File: config.mk
export PLATFORM = sky130hd
export DESIGN_NAME = aes_ctr_top
export DESIGN_NICKNAME = d
export VERILOG_FILES = /design/src/design/aes_ctr_pkg.sv /design/src/design/aes_ctr_mr_check.sv /design/src/design/aes_ctr_fsm.sv /design/src/design/aes_ctr_reg.sv /design/src/design/aes_ctr_top.sv
export VERILOG_INCLUDE_DIRS = /design/src /design/src/design
export SDC_FILE = /design/constraint.sdc
export NUM_CORES = 1
export LEC_CHECK = 0
export ABC_AREA = 0
export BUFFER_PORTS_ARGS = -buffer_cell sky130_fd_sc_hd__buf_2
export CAP_MARGIN = 20
export CORE_MARGIN = 3
export CORE_UTILIZATION = 25
export DETAILED_ROUTE_END_ITERATION = 7
export PLACE_DENSITY = 0.52
export SYNTH_ARGS = -nofsm -noshare
export SYNTH_HDL_FRONTEND = slang
export SYNTH_HIERARCHICAL = 1
export SYNTH_SLANG_ARGS = --single-unit
File: constraint.sdc
create_clock -name clk_i -period 4.78 [get_ports clk_i]
set_input_delay 0.478 -clock clk_i [delete_from_list [all_inputs] [get_ports clk_i]]
set_output_delay 0.478 -clock clk_i [all_outputs]
set_load 0.02 [all_outputs]
File: src/design/aes_ctr_cfg.svh
// Build-time sizes of the AES-CTR counter block
// Included by the package and by every RTL module that sizes a port or a slice
// The slice count is derived, so only the width and slice size are tuned here

`ifndef AES_CTR_CFG_SVH
`define AES_CTR_CFG_SVH

// Full counter block, one AES block wide
`define AES_CTR_WIDTH 128

// Bits added per clock cycle by the increment FSM
`define AES_CTR_SLICE_SIZE 16

// Number of slices walked per increment
// Counter width must be a multiple of the slice size
`define AES_CTR_NUM_SLICES (`AES_CTR_WIDTH / `AES_CTR_SLICE_SIZE)

`endif

File: src/design/aes_ctr_pkg.sv
// Shared types for the AES-CTR counter datapath
// Holds the FSM state encoding, the multi-rail request code and the slice index width
// Imported by wildcard in the header of each RTL module

`include "aes_ctr_cfg.svh"

package aes_ctr_pkg;

  // Bits needed to address one slice of the counter block
  localparam int unsigned slice_idx_w = $clog2(`AES_CTR_NUM_SLICES);

  ////////////////////////////////////////////////////////////////////////////
  // Counter FSM states
  ////////////////////////////////////////////////////////////////////////////

  // 5-bit codes, pairwise Hamming distance of at least 3
  // A single flipped state bit never lands on another valid state
  typedef enum logic [4:0] {
    CTR_IDLE  = 5'b01110,
    CTR_INCR  = 5'b11000,
    CTR_ERROR = 5'b00001
  } aes_ctr_e;

  ////////////////////////////////////////////////////////////////////////////
  // Multi-rail request code
  ////////////////////////////////////////////////////////////////////////////

  // Complementary rails, alternating bit pattern
  // Any of the other 14 values is a fault
  typedef enum logic [3:0] {
    MUBI4_TRUE  = 4'hA,
    MUBI4_FALSE = 4'h5
  } mubi4_e;

endpackage

File: src/design/aes_ctr_mr_check.sv
// Multi-rail decoder for the counter increment request
// Turns the 4-bit code into a single-bit strobe for the FSM
// and flags any code that is neither true nor false as a fault

module aes_ctr_mr_check import aes_ctr_pkg::*; (
  // Only used by the assertion below
  input  logic   clk_i,
  input  logic   rst_ni,

  // Request code from the requester
  input  mubi4_e incr_mr_i,

  // Decoded increment strobe
  output logic   incr_o,
  // Code is not a legal multi-rail value
  output logic   mr_err_o
);

  // Code classification
  logic is_true;
  logic is_false;

  ////////////////////////////////////////////////////////////////////////////
  // Decode
  ////////////////////////////////////////////////////////////////////////////

  // Exact compare on all four rails
  // 4'hA -> request, 4'h5 -> no request
  assign is_true  = (incr_mr_i == MUBI4_TRUE);
  assign is_false = (incr_mr_i == MUBI4_FALSE);

  // Strobe only on a clean true code
  // Faulty codes never look like a request
  assign incr_o = is_true;

  // Everything else is an error
  // Includes all-zero and all-one rails, the typical stuck-at patterns
  assign mr_err_o = ~(is_true | is_false);

  ////////////////////////////////////////////////////////////////////////////
  // Assertions
  ////////////////////////////////////////////////////////////////////////////

  // A faulty code must never also be taken as a request
  // Otherwise the FSM would start an increment in the same cycle it errors out
  incr_err_exclusive_a : assert property (
    @(posedge clk_i) disable iff (!rst_ni)
    !(incr_o && mr_err_o)
  ) else $error("incr_o and mr_err_o high together, code %h", incr_mr_i);

endmodule

File: src/design/aes_ctr_fsm.sv
// Slice-serial increment FSM for the AES-CTR counter block
// Walks the counter one slice per cycle from low to high, rippling the carry
// through a one-bit register; any fault input locks it in a terminal error state
// with a sticky alert that only reset clears

`include "aes_ctr_cfg.svh"

module aes_ctr_fsm import aes_ctr_pkg::*; (
  input  logic                           clk_i,
  input  logic                           rst_ni,

  // Request and status
  input  logic                           incr_i,
  output logic                           ready_o,
  input  logic                           incr_err_i,
  input  logic                           mr_err_i,
  output logic                           alert_o,

  // Slice access to the counter register
  output logic [slice_idx_w-1:0]         ctr_slice_idx_o,
  input  logic [`AES_CTR_SLICE_SIZE-1:0] ctr_slice_i,
  output logic [`AES_CTR_SLICE_SIZE-1:0] ctr_slice_o,
  output logic                           ctr_we_o
);

  localparam int unsigned slice_w = `AES_CTR_SLICE_SIZE;

  // Index of the last slice, end of the walk
  localparam logic [slice_idx_w-1:0] last_idx = slice_idx_w'(`AES_CTR_NUM_SLICES - 1);

  // State
  aes_ctr_e               aes_ctr_ns;
  aes_ctr_e               aes_ctr_cs;

  // Walk position and carry into the current slice
  logic [slice_idx_w-1:0] slice_idx_d;
  logic [slice_idx_w-1:0] slice_idx_q;
  logic                   carry_d;
  logic                   carry_q;

  // Slice plus carry, one bit wider for the carry out
  logic [slice_w:0]       ctr_value;

  ////////////////////////////////////////////////////////////////////////////
  // Slice adder
  ////////////////////////////////////////////////////////////////////////////

  // Zero-extend both operands so the carry out lands in the top bit
  assign ctr_value = {1'b0, ctr_slice_i} + {{slice_w{1'b0}}, carry_q};

  // Low bits go back to the register
  assign ctr_slice_o = ctr_value[slice_w-1:0];

  ////////////////////////////////////////////////////////////////////////////
  // Control
  ////////////////////////////////////////////////////////////////////////////

  always_comb begin : fsm_comb
    // Outputs default to inactive
    ready_o  = 1'b0;
    ctr_we_o = 1'b0;
    alert_o  = 1'b0;

    // Hold by default
    aes_ctr_ns  = aes_ctr_cs;
    slice_idx_d = slice_idx_q;
    carry_d     = carry_q;

    unique case (aes_ctr_cs)
      CTR_IDLE: begin
        ready_o = 1'b1;
        if (incr_i) begin
          // Start at the lowest slice, adding one
          slice_idx_d = '0;
          carry_d     = 1'b1;
          aes_ctr_ns  = CTR_INCR;
        end
      end

      CTR_INCR: begin
        // Write this slice, move up, keep the carry out
        ctr_we_o    = 1'b1;
        slice_idx_d = slice_idx_q + slice_idx_w'(1);
        carry_d     = ctr_value[slice_w];

        // Top slice written this cycle, done
        // Carry out of the top slice is dropped, giving the wrap to zero
        if (slice_idx_q == last_idx) begin
          aes_ctr_ns = CTR_IDLE;
        end
      end

      CTR_ERROR: begin
        // Terminal, no way out except reset
        alert_o = 1'b1;
      end

      // Illegal encoding, e.g. after a glitch on the state flops
      default: begin
        alert_o    = 1'b1;
        aes_ctr_ns = CTR_ERROR;
      end
    endcase

    // Faults override any transition taken above
    if (incr_err_i || mr_err_i) begin
      aes_ctr_ns = CTR_ERROR;
    end
  end

  ////////////////////////////////////////////////////////////////////////////
  // Registers
  ////////////////////////////////////////////////////////////////////////////

  always_ff @(posedge clk_i or negedge rst_ni) begin
    if (!rst_ni) begin
      aes_ctr_cs  <= CTR_IDLE;
      slice_idx_q <= '0;
      carry_q     <= 1'b0;
    end else begin
      aes_ctr_cs  <= aes_ctr_ns;
      slice_idx_q <= slice_idx_d;
      carry_q     <= carry_d;
    end
  end

  // Register addresses the slice being worked on
  assign ctr_slice_idx_o = slice_idx_q;

  ////////////////////////////////////////////////////////////////////////////
  // Assertions
  ////////////////////////////////////////////////////////////////////////////

  // Any state outside idle and increment must show up as an alert
  state_valid_a : assert property (
    @(posedge clk_i) disable iff (!rst_ni)
    !alert_o |-> aes_ctr_cs inside {CTR_IDLE, CTR_INCR}
  ) else $error("no alert but state is %b", aes_ctr_cs);

  // Slice writes only happen during the walk
  we_in_incr_a : assert property (
    @(posedge clk_i) disable iff (!rst_ni)
    ctr_we_o |-> aes_ctr_cs == CTR_INCR
  ) else $error("ctr_we_o high in state %b", aes_ctr_cs);

  // Alert is sticky until reset
  alert_sticky_a : assert property (
    @(posedge clk_i) disable iff (!rst_ni)
    alert_o |=> alert_o
  ) else $error("alert_o dropped without reset");

endmodule

File: src/design/aes_ctr_reg.sv
// Storage for the 128-bit counter block, kept as separate slices
// Full-width load from outside while the FSM is idle; single-slice
// write and combinational read for the increment FSM

`include "aes_ctr_cfg.svh"

module aes_ctr_reg import aes_ctr_pkg::*; (
  input  logic                           clk_i,
  input  logic                           rst_ni,

  // External load, honoured only while the FSM is ready
  input  logic                           load_i,
  input  logic                           ready_i,
  input  logic [`AES_CTR_WIDTH-1:0]      ctr_data_i,

  // Slice port from the FSM
  input  logic [slice_idx_w-1:0]         slice_idx_i,
  input  logic [`AES_CTR_SLICE_SIZE-1:0] slice_wdata_i,
  input  logic                           we_i,
  output logic [`AES_CTR_SLICE_SIZE-1:0] slice_rdata_o,

  // Whole block
  output logic [`AES_CTR_WIDTH-1:0]      ctr_o
);

  localparam int unsigned slice_w    = `AES_CTR_SLICE_SIZE;
  localparam int unsigned num_slices = `AES_CTR_NUM_SLICES;

  // Slice 0 holds the least significant bits
  logic [slice_w-1:0] slice_q [num_slices];

  // Gated load
  logic               load_en;

  assign load_en = load_i & ready_i;

  ////////////////////////////////////////////////////////////////////////////
  // Slice registers
  ////////////////////////////////////////////////////////////////////////////

  // Counter comes out of reset as zero
  always_ff @(posedge clk_i or negedge rst_ni) begin
    if (!rst_ni) begin
      for (int i = 0; i < num_slices; i++) begin
        slice_q[i] <= '0;
      end
    end else begin
      for (int i = 0; i < num_slices; i++) begin
        if (load_en) begin
          // Whole block replaced
          slice_q[i] <= ctr_data_i[i*slice_w +: slice_w];
        end else if (we_i && (slice_idx_i == slice_idx_w'(i))) begin
          // Only the addressed slice
          slice_q[i] <= slice_wdata_i;
        end
      end
    end
  end

  ////////////////////////////////////////////////////////////////////////////
  // Read side
  ////////////////////////////////////////////////////////////////////////////

  // Current slice for the FSM adder, no latency
  assign slice_rdata_o = slice_q[slice_idx_i];

  // Repack the slices into the flat block
  always_comb begin
    for (int i = 0; i < num_slices; i++) begin
      ctr_o[i*slice_w +: slice_w] = slice_q[i];
    end
  end

  ////////////////////////////////////////////////////////////////////////////
  // Assertions
  ////////////////////////////////////////////////////////////////////////////

  // FSM only writes while busy, so a load must never be accepted then
  load_write_excl_a : assert property (
    @(posedge clk_i) disable iff (!rst_ni)
    we_i |-> !load_en
  ) else $error("load and slice write in the same cycle, slice %0d", slice_idx_i);

endmodule

File: src/design/aes_ctr_top.sv
// Top level of the AES-CTR counter increment block
// Connects the multi-rail request checker, the slice-serial increment FSM
// and the counter storage; ready_o tells the requester when an increment
// or a load will be taken

`include "aes_ctr_cfg.svh"

module aes_ctr_top import aes_ctr_pkg::*; (
  input  logic                      clk_i,
  input  logic                      rst_ni,

  // Increment request and external fault
  input  mubi4_e                    incr_mr_i,
  input  logic                      incr_err_i,

  // Counter load
  input  logic                      load_i,
  input  logic [`AES_CTR_WIDTH-1:0] ctr_data_i,

  // Status and result
  output logic                      ready_o,
  output logic [`AES_CTR_WIDTH-1:0] ctr_o,
  output logic                      alert_o
);

  // Checker to FSM
  logic                           incr;
  logic                           mr_err;

  // FSM to register and back
  logic [slice_idx_w-1:0]         ctr_slice_idx;
  logic [`AES_CTR_SLICE_SIZE-1:0] ctr_slice_wdata;
  logic [`AES_CTR_SLICE_SIZE-1:0] ctr_slice_rdata;
  logic                           ctr_we;

  ////////////////////////////////////////////////////////////////////////////
  // Request decode
  ////////////////////////////////////////////////////////////////////////////

  aes_ctr_mr_check mr_check_inst (
    .clk_i     (clk_i),
    .rst_ni    (rst_ni),
    .incr_mr_i (incr_mr_i),
    .incr_o    (incr),
    .mr_err_o  (mr_err)
  );

  ////////////////////////////////////////////////////////////////////////////
  // Increment control
  ////////////////////////////////////////////////////////////////////////////

  aes_ctr_fsm fsm_inst (
    .clk_i           (clk_i),
    .rst_ni          (rst_ni),
    .incr_i          (incr),
    .ready_o         (ready_o),
    .incr_err_i      (incr_err_i),
    .mr_err_i        (mr_err),
    .alert_o         (alert_o),
    .ctr_slice_idx_o (ctr_slice_idx),
    .ctr_slice_i     (ctr_slice_rdata),
    .ctr_slice_o     (ctr_slice_wdata),
    .ctr_we_o        (ctr_we)
  );

  ////////////////////////////////////////////////////////////////////////////
  // Counter storage
  ////////////////////////////////////////////////////////////////////////////

  // Same ready level gates external loads
  aes_ctr_reg reg_inst (
    .clk_i         (clk_i),
    .rst_ni        (rst_ni),
    .load_i        (load_i),
    .ready_i       (ready_o),
    .ctr_data_i    (ctr_data_i),
    .slice_idx_i   (ctr_slice_idx),
    .slice_wdata_i (ctr_slice_wdata),
    .we_i          (ctr_we),
    .slice_rdata_o (ctr_slice_rdata),
    .ctr_o         (ctr_o)
  );

endmodule

==> metrics.md <==
| Metric | Value |
|---|---|
| Status | finished clean |
| Reg2reg setup slack | between 0.5 and 0.6 ns |
| GR Layer Usage met1 | 0.280 |
| Die width | 176 um |
| Clk sinks | 136 |
| Number of global-route vias before repair | between 6,000 and 7,000 |
| Compound-Gate Fraction of Synth Area | 0.232 |
| Busiest layer in global routing | met2 |
| Yosys reg bits | 136 |
| Switch Pwr | 565 uW |
| Sum of negative setup slack | 0 ns |
| Slowest stage delay, CP | 0.96 ns |
| Top cells by area, synth | dfrtp_1, a21oi_1, nand2_1, nor2_1, mux2_2 |
| Largest family of logic cells by synthesized area | compound AO/OA/AOI/OAI gates |
| Hold Crit Class | in -> async |
| Number of synthesized flops with an enable pin | 0 |
| Crit path DAT | approximately 4.6 ns |
| Worst Setup End Kind | flip-flop |
| Post-synthesis adder-cell area fraction | 0.00694 |
| Seq pwr share | 0.459 |
| Root Buffer Master | clkbuf_16 |
| PwrDens | 267 mW/mm^2 |
| Switch share | 0.225 |
| Post-synthesis mux area share | 0.0807 |
| Ys Warns | 6 |
| CP cell instances | buf_4 -> mux2i_1 -> a22oi_1 -> o31ai_1 -> a21oi_1 -> nand2_1 -> nor2_1 -> nand3_1 -> xnor2_1 -> and2_1 -> a21oi_1 -> a21oi_1 |
| Maximum VDD drop | ~0.13 mV |
| Xor and xnor area share after synthesis | 0.0170 |
| Placed instance count | between 1,000 and 1,500 |
| HPWL Detailed | 23,600 um |
| CTS max path bufs | 2 |
| Pre-CTS setup slack | 0.548 ns |
| Worst Skew | roughly 0.013 ns |
| Main synth FF type | dfrtp_1 |
| Post-CTS resize count | 0 |
| NumNets Final | 1,178 |
| Reg2reg end | reg_inst/ctr_o[106]$_DFFE_PN0P_ |
| Largest net degree at the start of global routing | slightly below 90 |
| Cell row count | between 60 and 70 |
| Sequential area share after synthesis | 0.472 |
| TritonCTS clock tree | built |
| Most common cell after layout, fill and taps aside | buf_2 |
| Die height | 176 um |
| Layout cell share with drive strength beyond 1 | 0.344 |
| R2r startpoint | fsm_inst/ctr_slice_idx_o[1]$_DFFE_PN0P_ |
| Clock Power Share | 0.505 |
| Post-Synth Simple-Gate Area | 0.142 |
| Hold Fails Final Rpt | 0 |
| Synth area leader | dfrtp_1 |
| FMAX | 0.237 GHz |
| Starting Density | 0.257 |
| Core area | 0.0281 sq mm |
| Crit Path Class | reg -> reg |
| Grt met2 use | 0.313 |
| CP dominant cell by count | a21oi_1 |
| First-pass GRT wire length | 46,300 um |
| Final worst path period need | 4.22 ns |
| Grt total ovfl | 0 |
| R2R depth | 12 |
| CTS H-tree depth | 4 |
| Final period utilization | 0.882 |
| Die area | 0.0309 sq mm |
| IO buf count | 265 |
| Grt met3 use | 0.0508 |
| Pre-antenna DRT Iters | 5 |
| Yosys cell types | 56 |
| Fin cells | about 1,400 |
| Initial antenna violation count | 6 |
| Clk_lat worst skew | 0.43 ns |
| Crit-path max FO | 34 |
| WP data required | 5.12 ns |
| Routed wire length | 31,900 um |
| Ys async rst share | 1.00 |
| Final ANT Viol Nets | 0 |
| Drt first-iter violations | 565 |
| Worst rel slew slack | 0.322 |
| Top-area cell type share of the netlist area | 0.465 |
| Syn_nets | 950 |
| IO Count | ~270 |
| Cell count after synthesis | 810 |
| Slew @ Worst Pin | 1.02 ns |
| Buf/Inv on CP | 1 |
| Hold-fix buffers, CTS | 0 |
| GRT Overall Usage | 0.204 |
| Routability congestion estimate | between 0.9 and 1 |
| Final setup fails | 0 |
| # Max-Cap Violations | 0 |
| Int Power | 1.94 mW |
| Clk slew on worst S/H paths | about 0.060 ns |
| Via count | 7,115 |
| CP max stage cell | dfrtp_2 |
| Critical Path Start Type | flip-flop |
| Commonest cells after routing, fill and taps aside | buf_2, a21oi_1, dfrtp_1 |
| Area delta synth->final | 30.1% |
| Cts bufs inserted | 17 |
| Leakage | approximately 4.6 nW |
| Logic pwr share | 0.036 |
| Routed vias/inst | between 4 and 5 |
| Kind of cell with the highest combined delay on the critical path | simple AND/OR/NAND/NOR gates |
| Post-Syn Area | ~0.0072 sq mm |
| Setup Buffers After CTS | 0 |
| Mean Syn Cell Area | 8.90 sq um |
| Routed len/inst | 22.3 um |
| DRC Markers | 0 |
| RSZ-0062 raised after global routing | false |
| Final count of pins violating max slew | 0 |
| Min setup slack post-route | approximately 0.56 ns |
metrics by stage:
stage | total power [mW] | cell area (sq um) | hold WS, ns | util
finish | 2.51 | 9380 | 0.0392 | 0.334
global route | 2.59 | 9380 | 0.0889 | 0.334
CTS | 2.54 | 9380 | 0.0846 | 0.334
detailed placement | 1.27 | 8830 | 0.496 | 0.314
global placement | 1.27 | 8800 | 0.487 | 0.313
floorplan | 1.18 | 7210 | 0.182 | -
power groups by stage:
stage,combinational (mW),clock [mW],sequential (mW)
floorplan,0.00265,0,1.17
detailed placement,0.0933,0,1.17
global placement,0.0951,0,1.17
global route,0.102,1.34,1.15
CTS,0.0937,1.29,1.15
finish,0.0912,1.27,1.15
worst register-to-register path, stage by stage, from the launching register on:
cell	delay, ns
dfrtp_2	0.96
buf_4	0.46
mux2i_1	0.15
a22oi_1	0.32
o31ai_1	0.12
a21oi_1	0.49
nand2_1	0.14
nor2_1	0.32
nand3_1	0.14
xnor2_1	0.15
and2_1	0.62
a21oi_1	0.09
a21oi_1	0.18
routing by layer:
metal | up-vias | routed length (um)
met5 | - | 55
met3 | 42 | 2300
met4 | 10 | 880
li1 | 3333 | -
met1 | 3408 | 14200
met2 | 322 | 14500
kinds of logic (layout without fill, tap and decap cells):
logic type                 count (synthesis)  in the layout
buffers and inverters                     75            315
and+or+nand+nor                          226            226
DFF                                      136            136
muxes                                     44             44
xor gates and xnor gates                  14             14
AOI/OAI and AO/OA                        311            311
other                                      0              1
adders and majority gates                  4              4
worst max path at each step:
stage                                             from                               to  slack (ns)  depth (start not counted)
6_report       fsm_inst/ctr_slice_idx_o[1]$_DFFE_PN0P_  reg_inst/ctr_o[106]$_DFFE_PN0P_        0.56                         12
5_1_grt        fsm_inst/ctr_slice_idx_o[1]$_DFFE_PN0P_   reg_inst/ctr_o[10]$_DFFE_PN0P_        0.09                         12
4_1_cts        fsm_inst/ctr_slice_idx_o[1]$_DFFE_PN0P_  reg_inst/ctr_o[106]$_DFFE_PN0P_        0.55                         12
3_5_place_dp   fsm_inst/ctr_slice_idx_o[1]$_DFFE_PN0P_  reg_inst/ctr_o[106]$_DFFE_PN0P_        0.55                         12
3_3_place_gp   fsm_inst/ctr_slice_idx_o[1]$_DFFE_PN0P_  reg_inst/ctr_o[106]$_DFFE_PN0P_        0.67                         12
2_1_floorplan  fsm_inst/ctr_slice_idx_o[1]$_DFFE_PN0P_   reg_inst/ctr_o[26]$_DFFE_PN0P_        1.90                         13
sequential cells by signal, summed over array words and instances, names as in the netlist:
name,cells
fsm_inst/aes_ctr_cs,4
fsm_inst/carry_q,1
fsm_inst/ctr_slice_idx_o,3
reg_inst/ctr_o,128
cell usage after synthesis, types with 11 or more instances:
master	number
and2_1	17
o21ai_0	51
nor2_1	77
xnor2_1	11
clkbuf_1	19
o22ai_1	17
a21oi_1	200
o21ai_1	17
mux2i_1	12
mux2_2	23
nand2_1	86
buf_2	39
dfrtp_1	134
layout make-up:
cell class	instances	area, sq um
well taps	378	473
inverters	3	11.3
fillers	3018	18700
flip-flops and latches	136	3410
clock buffers	23	478
clock inverters	8	72.6
multi-input cells	599	3470
diodes	1	2.50
repair buffers	281	1470
No activity file was read; power rests on OpenSTA's default activity.
